**config.mk**
```make
export PLATFORM = sky130hd
export DESIGN_NAME = cpu
export DESIGN_NICKNAME = d
export VERILOG_FILES = /design/src/common/mips_pkg.sv /design/src/decode/decode_stage.sv /design/src/decode/register_file.sv /design/src/design/cpu.sv /design/src/design/hazard_unit.sv /design/src/execute/execute_stage.sv /design/src/fetch/fetch_unit.sv /design/src/memory/memory_stage.sv
export VERILOG_INCLUDE_DIRS = /design/src /design/src/common
export SDC_FILE = /design/constraint.sdc
export NUM_CORES = 2
export LEC_CHECK = 0
export BUFFER_PORTS_ARGS = -buffer_cell sky130_fd_sc_hd__buf_4
export CORE_MARGIN = 2
export CORE_UTILIZATION = 25
export CTS_CLUSTER_SIZE = 14
export DETAILED_ROUTE_END_ITERATION = 16
export MAX_ROUTING_LAYER = met4
export SYNTH_ARGS = -nofsm -noshare
export SYNTH_HDL_FRONTEND = slang
export SYNTH_SLANG_ARGS = --single-unit
```
**constraint.sdc**
```tcl
create_clock -name clk -period 19.06 [get_ports clk]
set_input_delay 0 -clock clk [delete_from_list [all_inputs] [get_ports clk]]
set_output_delay 0 -clock clk [all_outputs]
set_load 0.05 [all_outputs]
```
**src/common/mips_defs.svh**
```systemverilog
`ifndef MIPS_DEFS_SVH
`define MIPS_DEFS_SVH

`define XLEN      32
`define NUM_REGS  32
`define REG_AW    5
`define RESET_PC  32'h0000_0000

// primary opcodes.
`define OP_SPECIAL 6'h00
`define OP_J       6'h02
`define OP_BEQ     6'h04
`define OP_BNE     6'h05
`define OP_ADDIU   6'h09
`define OP_SLTI    6'h0a
`define OP_ANDI    6'h0c
`define OP_ORI     6'h0d
`define OP_XORI    6'h0e
`define OP_LUI     6'h0f
`define OP_LB      6'h20
`define OP_LW      6'h23
`define OP_LBU     6'h24
`define OP_SB      6'h28
`define OP_SW      6'h2b

// function codes under OP_SPECIAL.
`define FN_SLL     6'h00
`define FN_SRL     6'h02
`define FN_ADDU    6'h21
`define FN_SUBU    6'h23
`define FN_AND     6'h24
`define FN_OR      6'h25
`define FN_XOR     6'h26
`define FN_SLT     6'h2a
`define FN_SLTU    6'h2b

`endif

```
**src/common/mips_pkg.sv**
```systemverilog
`include "mips_defs.svh"

package mips_pkg;

    typedef struct packed {
        logic [5:0]         op;
        logic [`REG_AW-1:0] rs;
        logic [`REG_AW-1:0] rt;
        logic [`REG_AW-1:0] rd;
        logic [4:0]         shamt;
        logic [5:0]         funct;
    } r_fmt_t;

    typedef struct packed {
        logic [5:0]         op;
        logic [`REG_AW-1:0] rs;
        logic [`REG_AW-1:0] rt;
        logic [15:0]        imm;
    } i_fmt_t;

    typedef struct packed {
        logic [5:0]  op;
        logic [25:0] target;
    } j_fmt_t;

    // one instruction word seen through the three MIPS formats.
    typedef union packed {
        r_fmt_t r_fmt;
        i_fmt_t i_fmt;
        j_fmt_t j_fmt;
    } instr_t;

    typedef enum logic [3:0] {
        ALU_ADD, ALU_SUB, ALU_AND, ALU_OR, ALU_XOR,
        ALU_SLT, ALU_SLTU, ALU_SLL, ALU_SRL, ALU_LUI
    } alu_op_e;

    typedef enum logic [2:0] {
        MEM_NONE, MEM_LW, MEM_LB, MEM_LBU, MEM_SW, MEM_SB
    } mem_op_e;

    typedef enum logic [1:0] {
        FWD_REG, FWD_MEM, FWD_WB
    } fwd_sel_e;

    typedef struct packed {
        logic [`XLEN-1:0] pc;
        instr_t           instr;
    } if_id_t;

    typedef struct packed {
        logic               valid;
        logic [`XLEN-1:0]   pc;
        logic [`XLEN-1:0]   rs_val;
        logic [`XLEN-1:0]   rt_val;
        logic [`REG_AW-1:0] rs;
        logic [`REG_AW-1:0] rt;
        logic [`REG_AW-1:0] dest;
        logic [`XLEN-1:0]   imm;
        logic [4:0]         shamt;
        alu_op_e            alu_op;
        logic               use_imm;
        mem_op_e            mem_op;
        logic               reg_write;
        logic               is_beq;
        logic               is_bne;
        logic               is_jump;
        logic [`XLEN-1:0]   jump_target;
    } id_ex_t;

    typedef struct packed {
        logic               valid;
        logic [`XLEN-1:0]   alu_result;
        logic [`XLEN-1:0]   store_data;
        logic [`REG_AW-1:0] dest;
        mem_op_e            mem_op;
        logic               reg_write;
    } ex_mem_t;

    typedef struct packed {
        logic               valid;
        logic [`XLEN-1:0]   result;
        logic [`REG_AW-1:0] dest;
        logic               reg_write;
    } mem_wb_t;

endpackage

```
**src/decode/decode_stage.sv**
```systemverilog
`include "mips_defs.svh"

module decode_stage import mips_pkg::*; (
    input  logic    clk,
    input  logic    rst,
    input  logic    stall,
    input  logic    bubble,
    input  logic    squash,
    input  if_id_t  if_id,
    input  mem_wb_t mem_wb,
    output id_ex_t  id_ex
);

    logic [5:0]       op;
    logic             sign_ext;
    logic [`XLEN-1:0] pc_plus4;
    logic [`XLEN-1:0] rs_val;
    logic [`XLEN-1:0] rt_val;
    id_ex_t           d;

    assign op       = if_id.instr.r_fmt.op;
    assign sign_ext = !(op inside {`OP_ANDI, `OP_ORI, `OP_XORI});
    assign pc_plus4 = if_id.pc + 32'd4;

    register_file u_regs (
        .clk     (clk),
        .rd_a    (if_id.instr.r_fmt.rs),
        .rd_b    (if_id.instr.r_fmt.rt),
        .wr_idx  (mem_wb.dest),
        .wr_en   (mem_wb.valid && mem_wb.reg_write),
        .wr_data (mem_wb.result),
        .a_val   (rs_val),
        .b_val   (rt_val)
    );

    always_comb begin
        d.valid       = 1'b1;
        d.pc          = if_id.pc;
        d.rs_val      = rs_val;
        d.rt_val      = rt_val;
        d.rs          = if_id.instr.r_fmt.rs;
        d.rt          = if_id.instr.r_fmt.rt;
        d.dest        = if_id.instr.i_fmt.rt;
        d.shamt       = if_id.instr.r_fmt.shamt;
        d.alu_op      = ALU_ADD;
        d.use_imm     = 1'b1;
        d.mem_op      = MEM_NONE;
        d.reg_write   = 1'b1;
        d.is_beq      = 1'b0;
        d.is_bne      = 1'b0;
        d.is_jump     = 1'b0;
        d.jump_target = {pc_plus4[31:28], if_id.instr.j_fmt.target, 2'b00};
        d.imm = sign_ext ? {{16{if_id.instr.i_fmt.imm[15]}}, if_id.instr.i_fmt.imm}
                         : {16'h0000, if_id.instr.i_fmt.imm};
        case (op)
            `OP_SPECIAL: begin
                d.dest    = if_id.instr.r_fmt.rd;
                d.use_imm = 1'b0;
                case (if_id.instr.r_fmt.funct)
                    `FN_ADDU: d.alu_op = ALU_ADD;
                    `FN_SUBU: d.alu_op = ALU_SUB;
                    `FN_AND:  d.alu_op = ALU_AND;
                    `FN_OR:   d.alu_op = ALU_OR;
                    `FN_XOR:  d.alu_op = ALU_XOR;
                    `FN_SLT:  d.alu_op = ALU_SLT;
                    `FN_SLTU: d.alu_op = ALU_SLTU;
                    `FN_SLL:  d.alu_op = ALU_SLL;
                    `FN_SRL:  d.alu_op = ALU_SRL;
                    default:  d.reg_write = 1'b0;
                endcase
            end
            `OP_ADDIU: d.alu_op = ALU_ADD;
            `OP_SLTI:  d.alu_op = ALU_SLT;
            `OP_ANDI:  d.alu_op = ALU_AND;
            `OP_ORI:   d.alu_op = ALU_OR;
            `OP_XORI:  d.alu_op = ALU_XOR;
            `OP_LUI:   d.alu_op = ALU_LUI;
            `OP_LW:    d.mem_op = MEM_LW;
            `OP_LB:    d.mem_op = MEM_LB;
            `OP_LBU:   d.mem_op = MEM_LBU;
            `OP_SW: begin
                d.mem_op    = MEM_SW;
                d.reg_write = 1'b0;
            end
            `OP_SB: begin
                d.mem_op    = MEM_SB;
                d.reg_write = 1'b0;
            end
            `OP_BEQ: begin
                d.is_beq    = 1'b1;
                d.reg_write = 1'b0;
            end
            `OP_BNE: begin
                d.is_bne    = 1'b1;
                d.reg_write = 1'b0;
            end
            `OP_J: begin
                d.is_jump   = 1'b1;
                d.reg_write = 1'b0;
            end
            // anything else passes through as a no-op.
            default: d.reg_write = 1'b0;
        endcase
    end

    always_ff @(posedge clk) begin
        if (rst || squash || bubble) begin
            id_ex.valid <= 1'b0;
        end else if (!stall) begin
            id_ex <= d;
        end
    end

endmodule

```
**src/decode/register_file.sv**
```systemverilog
`include "mips_defs.svh"

module register_file (
    input  logic               clk,
    input  logic [`REG_AW-1:0] rd_a,
    input  logic [`REG_AW-1:0] rd_b,
    input  logic [`REG_AW-1:0] wr_idx,
    input  logic               wr_en,
    input  logic [`XLEN-1:0]   wr_data,
    output logic [`XLEN-1:0]   a_val,
    output logic [`XLEN-1:0]   b_val
);

    logic [`XLEN-1:0] regs [`NUM_REGS];

    // a write in the same cycle is passed straight to the reader.
    function automatic logic [`XLEN-1:0] read_port(input logic [`REG_AW-1:0] idx);
        if (idx == '0) begin
            return '0;
        end else if (wr_en && wr_idx == idx) begin
            return wr_data;
        end
        return regs[idx];
    endfunction

    always_ff @(posedge clk) begin
        if (wr_en && wr_idx != '0) begin
            regs[wr_idx] <= wr_data;
        end
    end

    always_comb begin
        a_val = read_port(rd_a);
        b_val = read_port(rd_b);
    end

endmodule

```
**src/design/cpu.sv**
```systemverilog
`include "mips_defs.svh"

module cpu import mips_pkg::*; (
    input  logic             clk,
    input  logic             rst,

    input  instr_t           im_out,
    output logic [`XLEN-1:0] im_addr,
    output logic             im_en,

    input  logic [`XLEN-1:0] dm_out,
    output logic [`XLEN-1:0] dm_addr,
    output logic [`XLEN-1:0] dm_in,
    output logic             dm_en,
    output logic [3:0]       dm_byte
);

    if_id_t           if_id;
    id_ex_t           id_ex;
    ex_mem_t          ex_mem;
    mem_wb_t          mem_wb;
    logic             stall;
    logic             bubble;
    logic             squash;
    logic             redirect;
    logic [`XLEN-1:0] redirect_pc;
    logic [`XLEN-1:0] mem_result;
    fwd_sel_e         fwd_a;
    fwd_sel_e         fwd_b;

    fetch_unit u_fetch (
        .clk         (clk),
        .rst         (rst),
        .stall       (stall),
        .squash      (squash),
        .redirect    (redirect),
        .redirect_pc (redirect_pc),
        .im_out      (im_out),
        .im_addr     (im_addr),
        .im_en       (im_en),
        .if_id       (if_id)
    );

    decode_stage u_decode (
        .clk    (clk),
        .rst    (rst),
        .stall  (stall),
        .bubble (bubble),
        .squash (squash),
        .if_id  (if_id),
        .mem_wb (mem_wb),
        .id_ex  (id_ex)
    );

    hazard_unit u_hazard (
        .if_id    (if_id),
        .id_ex    (id_ex),
        .ex_mem   (ex_mem),
        .mem_wb   (mem_wb),
        .redirect (redirect),
        .stall    (stall),
        .bubble   (bubble),
        .squash   (squash),
        .fwd_a    (fwd_a),
        .fwd_b    (fwd_b)
    );

    execute_stage u_execute (
        .clk         (clk),
        .rst         (rst),
        .id_ex       (id_ex),
        .fwd_a       (fwd_a),
        .fwd_b       (fwd_b),
        .mem_result  (mem_result),
        .wb_result   (mem_wb.result),
        .redirect    (redirect),
        .redirect_pc (redirect_pc),
        .ex_mem      (ex_mem)
    );

    memory_stage u_memory (
        .clk        (clk),
        .rst        (rst),
        .ex_mem     (ex_mem),
        .dm_out     (dm_out),
        .dm_addr    (dm_addr),
        .dm_in      (dm_in),
        .dm_en      (dm_en),
        .dm_byte    (dm_byte),
        .mem_result (mem_result),
        .mem_wb     (mem_wb)
    );

endmodule

```
**src/design/hazard_unit.sv**
```systemverilog
`include "mips_defs.svh"

module hazard_unit import mips_pkg::*; (
    input  if_id_t   if_id,
    input  id_ex_t   id_ex,
    input  ex_mem_t  ex_mem,
    input  mem_wb_t  mem_wb,
    input  logic     redirect,
    output logic     stall,
    output logic     bubble,
    output logic     squash,
    output fwd_sel_e fwd_a,
    output fwd_sel_e fwd_b
);

    logic load_ex;
    logic load_use;

    // the younger producer in memory takes priority over writeback.
    function automatic fwd_sel_e fwd_for(input logic [`REG_AW-1:0] idx);
        if (idx != '0 && ex_mem.valid && ex_mem.reg_write && ex_mem.dest == idx) begin
            return FWD_MEM;
        end else if (idx != '0 && mem_wb.valid && mem_wb.reg_write && mem_wb.dest == idx) begin
            return FWD_WB;
        end
        return FWD_REG;
    endfunction

    always_comb begin
        fwd_a = fwd_for(id_ex.rs);
        fwd_b = fwd_for(id_ex.rt);
    end

    assign load_ex  = id_ex.valid && id_ex.dest != '0
                      && id_ex.mem_op inside {MEM_LW, MEM_LB, MEM_LBU};
    assign load_use = load_ex && (id_ex.dest == if_id.instr.r_fmt.rs
                                  || id_ex.dest == if_id.instr.r_fmt.rt);

    // the dependent instruction is squashed anyway when execute redirects.
    assign stall  = load_use && !redirect;
    assign bubble = load_use;
    assign squash = redirect;

endmodule

```
**src/execute/execute_stage.sv**
```systemverilog
`include "mips_defs.svh"

module execute_stage import mips_pkg::*; (
    input  logic             clk,
    input  logic             rst,
    input  id_ex_t           id_ex,
    input  fwd_sel_e         fwd_a,
    input  fwd_sel_e         fwd_b,
    input  logic [`XLEN-1:0] mem_result,
    input  logic [`XLEN-1:0] wb_result,
    output logic             redirect,
    output logic [`XLEN-1:0] redirect_pc,
    output ex_mem_t          ex_mem
);

    logic [`XLEN-1:0] a;
    logic [`XLEN-1:0] rt_fwd;
    logic [`XLEN-1:0] b;
    logic [`XLEN-1:0] alu_y;
    logic [`XLEN-1:0] br_target;
    logic             taken;

    function automatic logic [`XLEN-1:0] pick(input fwd_sel_e         sel,
                                              input logic [`XLEN-1:0] reg_val);
        case (sel)
            FWD_MEM: return mem_result;
            FWD_WB:  return wb_result;
            default: return reg_val;
        endcase
    endfunction

    always_comb begin
        a      = pick(fwd_a, id_ex.rs_val);
        rt_fwd = pick(fwd_b, id_ex.rt_val);
    end

    assign b = id_ex.use_imm ? id_ex.imm : rt_fwd;

    always_comb begin
        case (id_ex.alu_op)
            ALU_ADD:  alu_y = a + b;
            ALU_SUB:  alu_y = a - b;
            ALU_AND:  alu_y = a & b;
            ALU_OR:   alu_y = a | b;
            ALU_XOR:  alu_y = a ^ b;
            ALU_SLT:  alu_y = {{(`XLEN-1){1'b0}}, $signed(a) < $signed(b)};
            ALU_SLTU: alu_y = {{(`XLEN-1){1'b0}}, a < b};
            ALU_SLL:  alu_y = b << id_ex.shamt;
            ALU_SRL:  alu_y = b >> id_ex.shamt;
            ALU_LUI:  alu_y = {b[15:0], 16'h0000};
            default:  alu_y = a + b;
        endcase
    end

    // branch offsets count from the next instruction since there is no delay slot.
    assign br_target = id_ex.pc + 32'd4 + {id_ex.imm[`XLEN-3:0], 2'b00};

    assign taken = id_ex.is_jump
                   || (id_ex.is_beq && a == rt_fwd)
                   || (id_ex.is_bne && a != rt_fwd);

    assign redirect    = id_ex.valid && taken;
    assign redirect_pc = id_ex.is_jump ? id_ex.jump_target : br_target;

    always_ff @(posedge clk) begin
        if (rst) begin
            ex_mem.valid <= 1'b0;
        end else begin
            ex_mem.valid      <= id_ex.valid;
            ex_mem.alu_result <= alu_y;
            ex_mem.store_data <= rt_fwd;
            ex_mem.dest       <= id_ex.dest;
            ex_mem.mem_op     <= id_ex.mem_op;
            ex_mem.reg_write  <= id_ex.reg_write;
        end
    end

endmodule

```
**src/fetch/fetch_unit.sv**
```systemverilog
`include "mips_defs.svh"

module fetch_unit import mips_pkg::*; (
    input  logic             clk,
    input  logic             rst,
    input  logic             stall,
    input  logic             squash,
    input  logic             redirect,
    input  logic [`XLEN-1:0] redirect_pc,
    input  instr_t           im_out,
    output logic [`XLEN-1:0] im_addr,
    output logic             im_en,
    output if_id_t           if_id
);

    logic [`XLEN-1:0] pc;

    assign im_addr = pc;
    assign im_en   = !stall;

    // a redirect from execute wins over a load-use stall.
    always_ff @(posedge clk) begin
        if (rst) begin
            pc <= `RESET_PC;
        end else if (redirect) begin
            pc <= redirect_pc;
        end else if (!stall) begin
            pc <= pc + 32'd4;
        end
    end

    // an all-zero word is sll $0 by zero and does nothing.
    always_ff @(posedge clk) begin
        if (rst || squash) begin
            if_id.instr <= '0;
        end else if (!stall) begin
            if_id.pc    <= pc;
            if_id.instr <= im_out;
        end
    end

endmodule

```
**src/memory/memory_stage.sv**
```systemverilog
`include "mips_defs.svh"

module memory_stage import mips_pkg::*; (
    input  logic             clk,
    input  logic             rst,
    input  ex_mem_t          ex_mem,
    input  logic [`XLEN-1:0] dm_out,
    output logic [`XLEN-1:0] dm_addr,
    output logic [`XLEN-1:0] dm_in,
    output logic             dm_en,
    output logic [3:0]       dm_byte,
    output logic [`XLEN-1:0] mem_result,
    output mem_wb_t          mem_wb
);

    logic [1:0]       lane;
    logic [7:0]       ld_byte;
    logic [`XLEN-1:0] ld_data;
    logic             is_load;

    assign lane    = ex_mem.alu_result[1:0];
    assign is_load = ex_mem.mem_op inside {MEM_LW, MEM_LB, MEM_LBU};

    assign dm_en   = ex_mem.valid && ex_mem.mem_op != MEM_NONE;
    assign dm_addr = {ex_mem.alu_result[`XLEN-1:2], 2'b00};

    // a byte store puts its data on every lane and the mask picks one.
    assign dm_in = (ex_mem.mem_op == MEM_SB) ? {4{ex_mem.store_data[7:0]}}
                                             : ex_mem.store_data;

    assign dm_byte = !ex_mem.valid              ? 4'b0000 :
                     ex_mem.mem_op == MEM_SW    ? 4'b1111 :
                     ex_mem.mem_op == MEM_SB    ? 4'b0001 << lane :
                                                  4'b0000;

    assign ld_byte = dm_out[8*lane +: 8];

    always_comb begin
        case (ex_mem.mem_op)
            MEM_LB:  ld_data = {{24{ld_byte[7]}}, ld_byte};
            MEM_LBU: ld_data = {24'h000000, ld_byte};
            default: ld_data = dm_out;
        endcase
    end

    assign mem_result = is_load ? ld_data : ex_mem.alu_result;

    always_ff @(posedge clk) begin
        if (rst) begin
            mem_wb.valid <= 1'b0;
        end else begin
            mem_wb.valid     <= ex_mem.valid;
            mem_wb.result    <= mem_result;
            mem_wb.dest      <= ex_mem.dest;
            mem_wb.reg_write <= ex_mem.reg_write;
        end
    end

endmodule

```
Word-level counts from Yosys, hierarchy flattened. Memories as Yosys holds them, arrays and structs flattened. A register that Yosys moved wholly into a read port is not among the register bits. Index checks and enable logic that the tools add are counted.

Add/subtract/negate cells: 6. Order comparisons: 2. Equality and inequality tests: 54. Shift-type cells: 4. Muxes and demuxes: 49. Bitwise logic cells: 6. Reduce and logical (&&, ||, !) cells: 47.

Operators with widths (count): 2-to-1 mux 32 bit (12); case mux 32 bit (9 select lines) (1); case mux 32 bit (2 select lines) (3); adder 32 x 3 -> 32 bit, second input constant (3); == test 6 bit, second input constant (12); adder 32 bit (2); < comparator 32 bit (2); == test 5 bit (8); == test 6 x 4 -> 1 bit, second input constant (6); bitwise AND 32 bit (1); == test 32 bit (1); != test 32 bit (1); bitwise OR 32 bit (1); case mux 4 bit (8 select lines) (1); indexed part select 32 x 6 -> 8 bit (1); left shift 32 x 5 -> 32 bit (1); right shift 32 x 5 -> 32 bit (1); subtractor 32 bit (1); bitwise XOR 32 bit (1); 2-to-1 mux 5 bit (5); logical AND 1 bit (24); case mux 4 bit (6 select lines) (1); nonzero test 5 bit (4); OR reduction 9 bit (2); 25 further kinds (73).

Flip-flop bits (word level): 385. Bits in writable memories: 1024. Output and inout port bits: 102. Logic and storage cells: 200. Memories kept: 1.

Memory list: u_decode.u_regs.regs (depth 32, bits a word 32, read ports 2, clocked after Yosys merged registers in 2, wr ports 1, line register_file.sv:14) `` logic [`XLEN-1:0] regs [`NUM_REGS]; ``.

Longest topological paths before layout.
Word-level depth: 18. Depth in mapped cells: 24.

Cells and area by module. A second synthesis with hierarchy kept.

Cell total of the unflattened synthesis: 5500. Area total of the unflattened synthesis: 75847.7 sq um.

Modules (own cells, without submodules): register_file (instances 1, cells each 2442, area each 48161.2 sq um, seq. area each 30749.5 sq um); execute_stage (instances 1, cells each 2042, area each 15358.5 sq um, seq. area each 2212.1 sq um); decode_stage (instances 1, cells each 285, area each 5292.6 sq um, seq. area each 4344.2 sq um); fetch_unit (instances 1, cells each 375, area each 3928.8 sq um, seq. area each 2242.2 sq um); memory_stage (instances 1, cells each 296, area each 2642.5 sq um, seq. area each 1161.1 sq um); hazard_unit (instances 1, cells each 60, area each 464.2 sq um, seq. area each 0.0 sq um).

Worst setup path before layout. OpenSTA, ideal clock, no wires.

Kind: register to register. Start point: reg, netlist name u_decode.id_ex[92]. End point: reg, netlist name u_decode.id_ex[100]. Library setup time: 0.620 ns. Arrival: 9.268 ns. Slack: 9.172 ns. Cell stages (with the launch flop): 16. Buffers on the path: 3. Clock period less this slack: 9.888 ns. Cell sequence: edfxtp_1 -> or4_1 -> o211a_2 -> nand2_2 -> mux2_1 -> mux2i_1 -> xnor2_1 -> o221ai_1 -> or4_1 -> nor4_4 -> nand3_2 -> and3_1 -> buf_6 -> buf_8 -> buf_8 -> nor3_2.

Longest elaborated chain between the ends: 18.

RTL lines: nonzero test 5 bit (line hazard_unit.sv:21, hazard_unit.sv:23); logical AND 1 bit (3 in a row) (line hazard_unit.sv:23) `end else if (idx != '0 && mem_wb.valid && mem_wb.reg_write && mem_wb.dest == idx) begin`; 2-to-1 mux 1 bit (line hazard_unit.sv:23); 2-to-1 mux 1 bit (line hazard_unit.sv:21) `if (idx != '0 && ex_mem.valid && ex_mem.reg_write && ex_mem.dest == idx) begin`; 2-to-1 mux 2 bit * (line hazard_unit.sv:26) `return FWD_REG;`; == test 2 bit or == test 2 x 1 -> 1 bit (tied branches) (line execute_stage.sv:25) `case (sel)`; case mux 32 bit (2 select lines) * (line execute_stage.sv:25); == test 32 bit (line execute_stage.sv:59) `|| (id_ex.is_beq && a == rt_fwd)`; logical AND 1 bit (line execute_stage.sv:59); logical OR 1 bit (line execute_stage.sv:59); logical OR 1 bit * (line execute_stage.sv:60) `|| (id_ex.is_bne && a != rt_fwd);`; logical AND 1 bit * (line execute_stage.sv:62) `assign redirect = id_ex.valid && taken;`; logical OR 1 bit or zero test 1 bit (tied branches) (line decode_stage.sv:107, hazard_unit.sv:40); logical OR 1 bit or logical AND 1 bit (tied branches) (line decode_stage.sv:107, hazard_unit.sv:40); NOT 1 bit (no source line); AND reduction 2 bit (no source line) *.

Mark *: on every way between the ends. The rest lies on a longest branch, timed or not. A chain may end at the register's enable or synchronous reset.

Final worst setup path.
Start point: reg, netlist name u_execute.ex_mem[41]. End point: reg, netlist name u_decode.id_ex[146].

Longest elaborated chain between the ends: 13.

RTL lines: indexed part select 32 x 6 -> 8 bit * (line memory_stage.sv:36) `assign ld_byte = dm_out[8*lane +: 8];`; case mux 32 bit (2 select lines) * (line memory_stage.sv:39) `case (ex_mem.mem_op)`; 2-to-1 mux 32 bit * (line memory_stage.sv:46) `assign mem_result = is_load ? ld_data : ex_mem.alu_result;`; named net mem_result[12] (line cpu.sv:27) `` logic [`XLEN-1:0] mem_result; ``; case mux 32 bit (2 select lines) (line execute_stage.sv:25); == test 32 bit (line execute_stage.sv:59); logical AND 1 bit (line execute_stage.sv:59); logical OR 1 bit (line execute_stage.sv:59); logical OR 1 bit * (line execute_stage.sv:60); logical AND 1 bit * (line execute_stage.sv:62); logical OR 1 bit or zero test 1 bit (tied branches) (line decode_stage.sv:107, hazard_unit.sv:40); logical OR 1 bit or logical AND 1 bit (tied branches) (line decode_stage.sv:107, hazard_unit.sv:40); NOT 1 bit (no source line); AND reduction 2 bit (no source line) *.

Mark *: on every way through the listed nets, which the timed path passes. The rest lies on a longest branch.

==> results_dict.tcl <==
set metrics [dict create \
    via_count 51600 \
    drc 0 \
    synth_top_area_cell "edfxtp_1" \
    critPathMaxFanout 82 \
    vias_per_cell 5.47 \
    post_drt_wl_per_cell_um 29.7 \
    whs_ns 0.0417 \
    cts_buffer_depth 3 \
    synth_area_um2 75500 \
    intPower_mw 5.79 \
    clk_latency_ns 0.81 \
    arrival_ns 8.10 \
    dr.first_iter.drc_count 7174 \
    ys.flop_type "edfxtp_1" \
    seqPwrFrac_pct 43.9 \
    maxSlewViolCount 0 \
    setup_viol 0 \
    wl_mm 280 \
    grt_pass1_wl_mm 391 \
    cts-resized-gates 0 \
    critical_path_class "register to register" \
    setup_slack_ns 11.35 \
    fp.dieH_um 554 \
    yosys_warnings 0 \
    max_slew_margin_pct 4.50 \
    antenna_found_initial 11 \
    place_ws_ns 11.57 \
    cts-root-buf "clkbuf_16" \
    fillers 30000 \
    crit_path_start_kind "register" \
    synth_top_area_share_pct 52.1 \
    fin_nets 5575 \
    synthToLayoutAreaGrowth_pct 15.4 \
    finClkSkew_ns 0.0442 \
    synth.distinct_cells 100 \
    rsz0062_at_grt "false" \
    ir_worst_vdd_v 0.0000893 \
    fin_util_pct 29.0 \
    fin_crit_ns 7.71 \
    ant_nets 0 \
    yosysMostFrequentCell "edfxtp_1" \
    dr.pass1.iters 9 \
    overflow 0 \
    cellLeakagePower_nw 28.4 \
    p_comb_share_pct 21.7 \
    crit_path_end_kind "register" \
    path_delay_family "simple AND/OR/NAND/NOR gates" \
    core_area_um2 300000 \
    post-route-period-util_pct 40.5 \
    worst-path-buf-inv 2 \
    cts_inserted_buffers 147 \
    rows 201 \
    fin_tns_setup_ns 0 \
    crit_required_ns 19.45 \
    dieArea_um2 306000 \
    path_clk_slew_ns 0.07 \
    power_frac_clock_pct 34.4 \
    grt_pass1_vias 50500 \
    grt.total_usage_pct 18.2 \
    seq_area_frac_synth_pct 54.2 \
    ys_seq_elements 1388 \
    io_pins 168 \
    gp_congestion 1.00 \
    cts_sinks 1388 \
    stdcell_count 9436 \
    synthTopCellsByCount "edfxtp_1 (1311), mux4_2 (652), nor2_1 (366)" \
    die_w_um 554 \
    max_clock_freq_mhz 130 \
    h-tree-depth 4 \
    post-dp-hpwl_mm 184 \
    path_common_cell "buf_4" \
    syn_avg_cell_area_um2 14.5 \
    powerDensity_nw_per_um2 96.8 \
    drive_gt1_share_pct 24.6 \
    netlist_instances 5202 \
    synth_edf_count 1311 \
    crit_chain "mux4_2, nand3b_1, nand3_1, and3b_1, nor4_1, nand4_1, or4_1, nor4_4, nand3_2, and3_4, nor3_4, buf_4, buf_4" \
    worst_slew_pin_slew_ns 1.42 \
    worstHoldPathType "primary input to register" \
    finalHoldViolations 0 \
    dpl.cell_count 9083 \
    io_buffers 165 \
    outcome "finished, final reports clean" \
    cts_tree "built" \
    drv_cap 0 \
    worst_path_largest_cell_delay_ns 0.89 \
    async_reset_ff_share_pct 0 \
    postCtsSetupRepairBufs 0 \
    worst_path_max_delay_cell "buf_4" \
    synth_area_leaders "edfxtp_1 (52%), mux4_2 (19%), ha_1 (2.6%)" \
    start_util_pct 25.1 \
    p_sw_mw 2.65 \
    grt_max_degree 138 \
    swShare_pct 31.4 \
]
## cell type report
cell class | count | area, µm² | area share [%]
Sequential cell | 1388 | 40900 | 47.0
Multi-Input combinational cell | 3282 | 32700 | 37.5
Tap cell | 3958 | 4950 | 5.68
Clock buffer | 187 | 3930 | 4.51
Timing Repair Buffer | 394 | 3200 | 3.67
Clock inverter | 80 | 877 | 1.01
Inverter | 139 | 524 | 0.602
Antenna cell | 8 | 20.0 | 0.0230
## final timing paths
| path | from | to | slack (ns) | depth (start not counted) |
|---|---|---|---|---|
| setup / recovery | u_execute.ex_mem[41] | u_decode.id_ex[146] | 11.35 | 13 |
| hold / removal | im_out[26] | u_fetch.if_id[26] | 0.04 | 4 |
| setup reg to reg | u_execute.ex_mem[41] | u_decode.id_ex[146] | 11.35 | 13 |
| hold reg to reg | u_fetch.if_id[33] | u_decode.id_ex[161] | 0.42 | 0 |
## routing by layer
layer | share of wire, % | routed length (µm) | vias up | GRT usage, %
met5 | 0 | 0 | - | -
li1 | - | - | 21200 | -
met1 | 40 | 113000 | 26900 | 23.9
met4 | 4.4 | 12300 | 0 | 7.39
met3 | 9.8 | 27400 | 491 | 3.84
met2 | 46 | 127000 | 2990 | 27.4
## flip-flops by register name, indices dropped and copies added (netlist names), named ones only
register              cells
u_decode.id_ex          145
u_decode.u_regs.regs   1024
u_execute.ex_mem         74
u_fetch.if_id            64
u_fetch.im_addr          32
u_memory.mem_wb          39
## timing repair
action / 4_1_cts / 5_1_grt
hold buffers: 77 / 0
endpoints found under the setup margin: 0 / 0
hold endpoints to repair: 69 / 0
## power groups by stage
stage | Sequential (mW) | Clock [mW] | Combinational, mW
2_1_floorplan | 3.71 | 0 | 1.13
3_3_place_gp | 3.76 | 0 | 1.77
3_5_place_dp | 3.76 | 0 | 1.77
4_1_cts | 3.70 | 2.94 | 1.79
5_1_grt | 3.71 | 3.06 | 1.92
6_report | 3.70 | 2.90 | 1.83
## metrics by stage
| step | power, mW | area (µm²) |
|---|---|---|
| 4_1_cts | 8.44 | 87100 |
| 3_3_place_gp | 5.53 | 81500 |
| 5_1_grt | 8.70 | 87100 |
| 3_5_place_dp | 5.54 | 81500 |
| 6_report | 8.43 | 87100 |
| 2_1_floorplan | 4.84 | 75600 |
## layout by cell type, fill, tap and decap left out, types with 41 or more instances in the layout
| cell | instances |
|---|---|
| a211oi_1 | 127 |
| a21oi_1 | 208 |
| buf_4 | 314 |
| clkbuf_16 | 150 |
| dfxtp_1 | 67 |
| dlygate4sd3_1 | 77 |
| edfxtp_1 | 1311 |
| ha_1 | 154 |
| inv_1 | 130 |
| mux2i_1 | 183 |
| mux4_2 | 652 |
| nand2_1 | 298 |
| nand3_1 | 98 |
| nand4_1 | 41 |
| nor2_1 | 334 |
| nor3_1 | 70 |
| o21ai_0 | 144 |
| xnor2_1 | 102 |
| xor2_1 | 68 |
## worst reg2reg max path: stages (launching register included)
cell and delay, ns:
edfxtp_1 0.84, mux4_2 0.68, nand3b_1 0.77, nand3_1 0.49, and3b_1 0.32, nor4_1 0.34, nand4_1 0.20, or4_1 0.60
nor4_4 0.34, nand3_2 0.49, and3_4 0.41, nor3_4 0.11, buf_4 0.73, buf_4 0.90
## cell families after synthesis
kind of cell / Yosys count / synth area share, %
other cells: 1 / 0.00497
compound gates: 961 / 8.75
buf+inv: 565 / 3.16
mux: 881 / 22.6
xor+xnor: 170 / 1.97
fa+ha+maj: 157 / 2.63
simple gates: 1079 / 6.68
flops: 1388 / 54.2
Note: power is estimated with default switching activity, not from simulation.
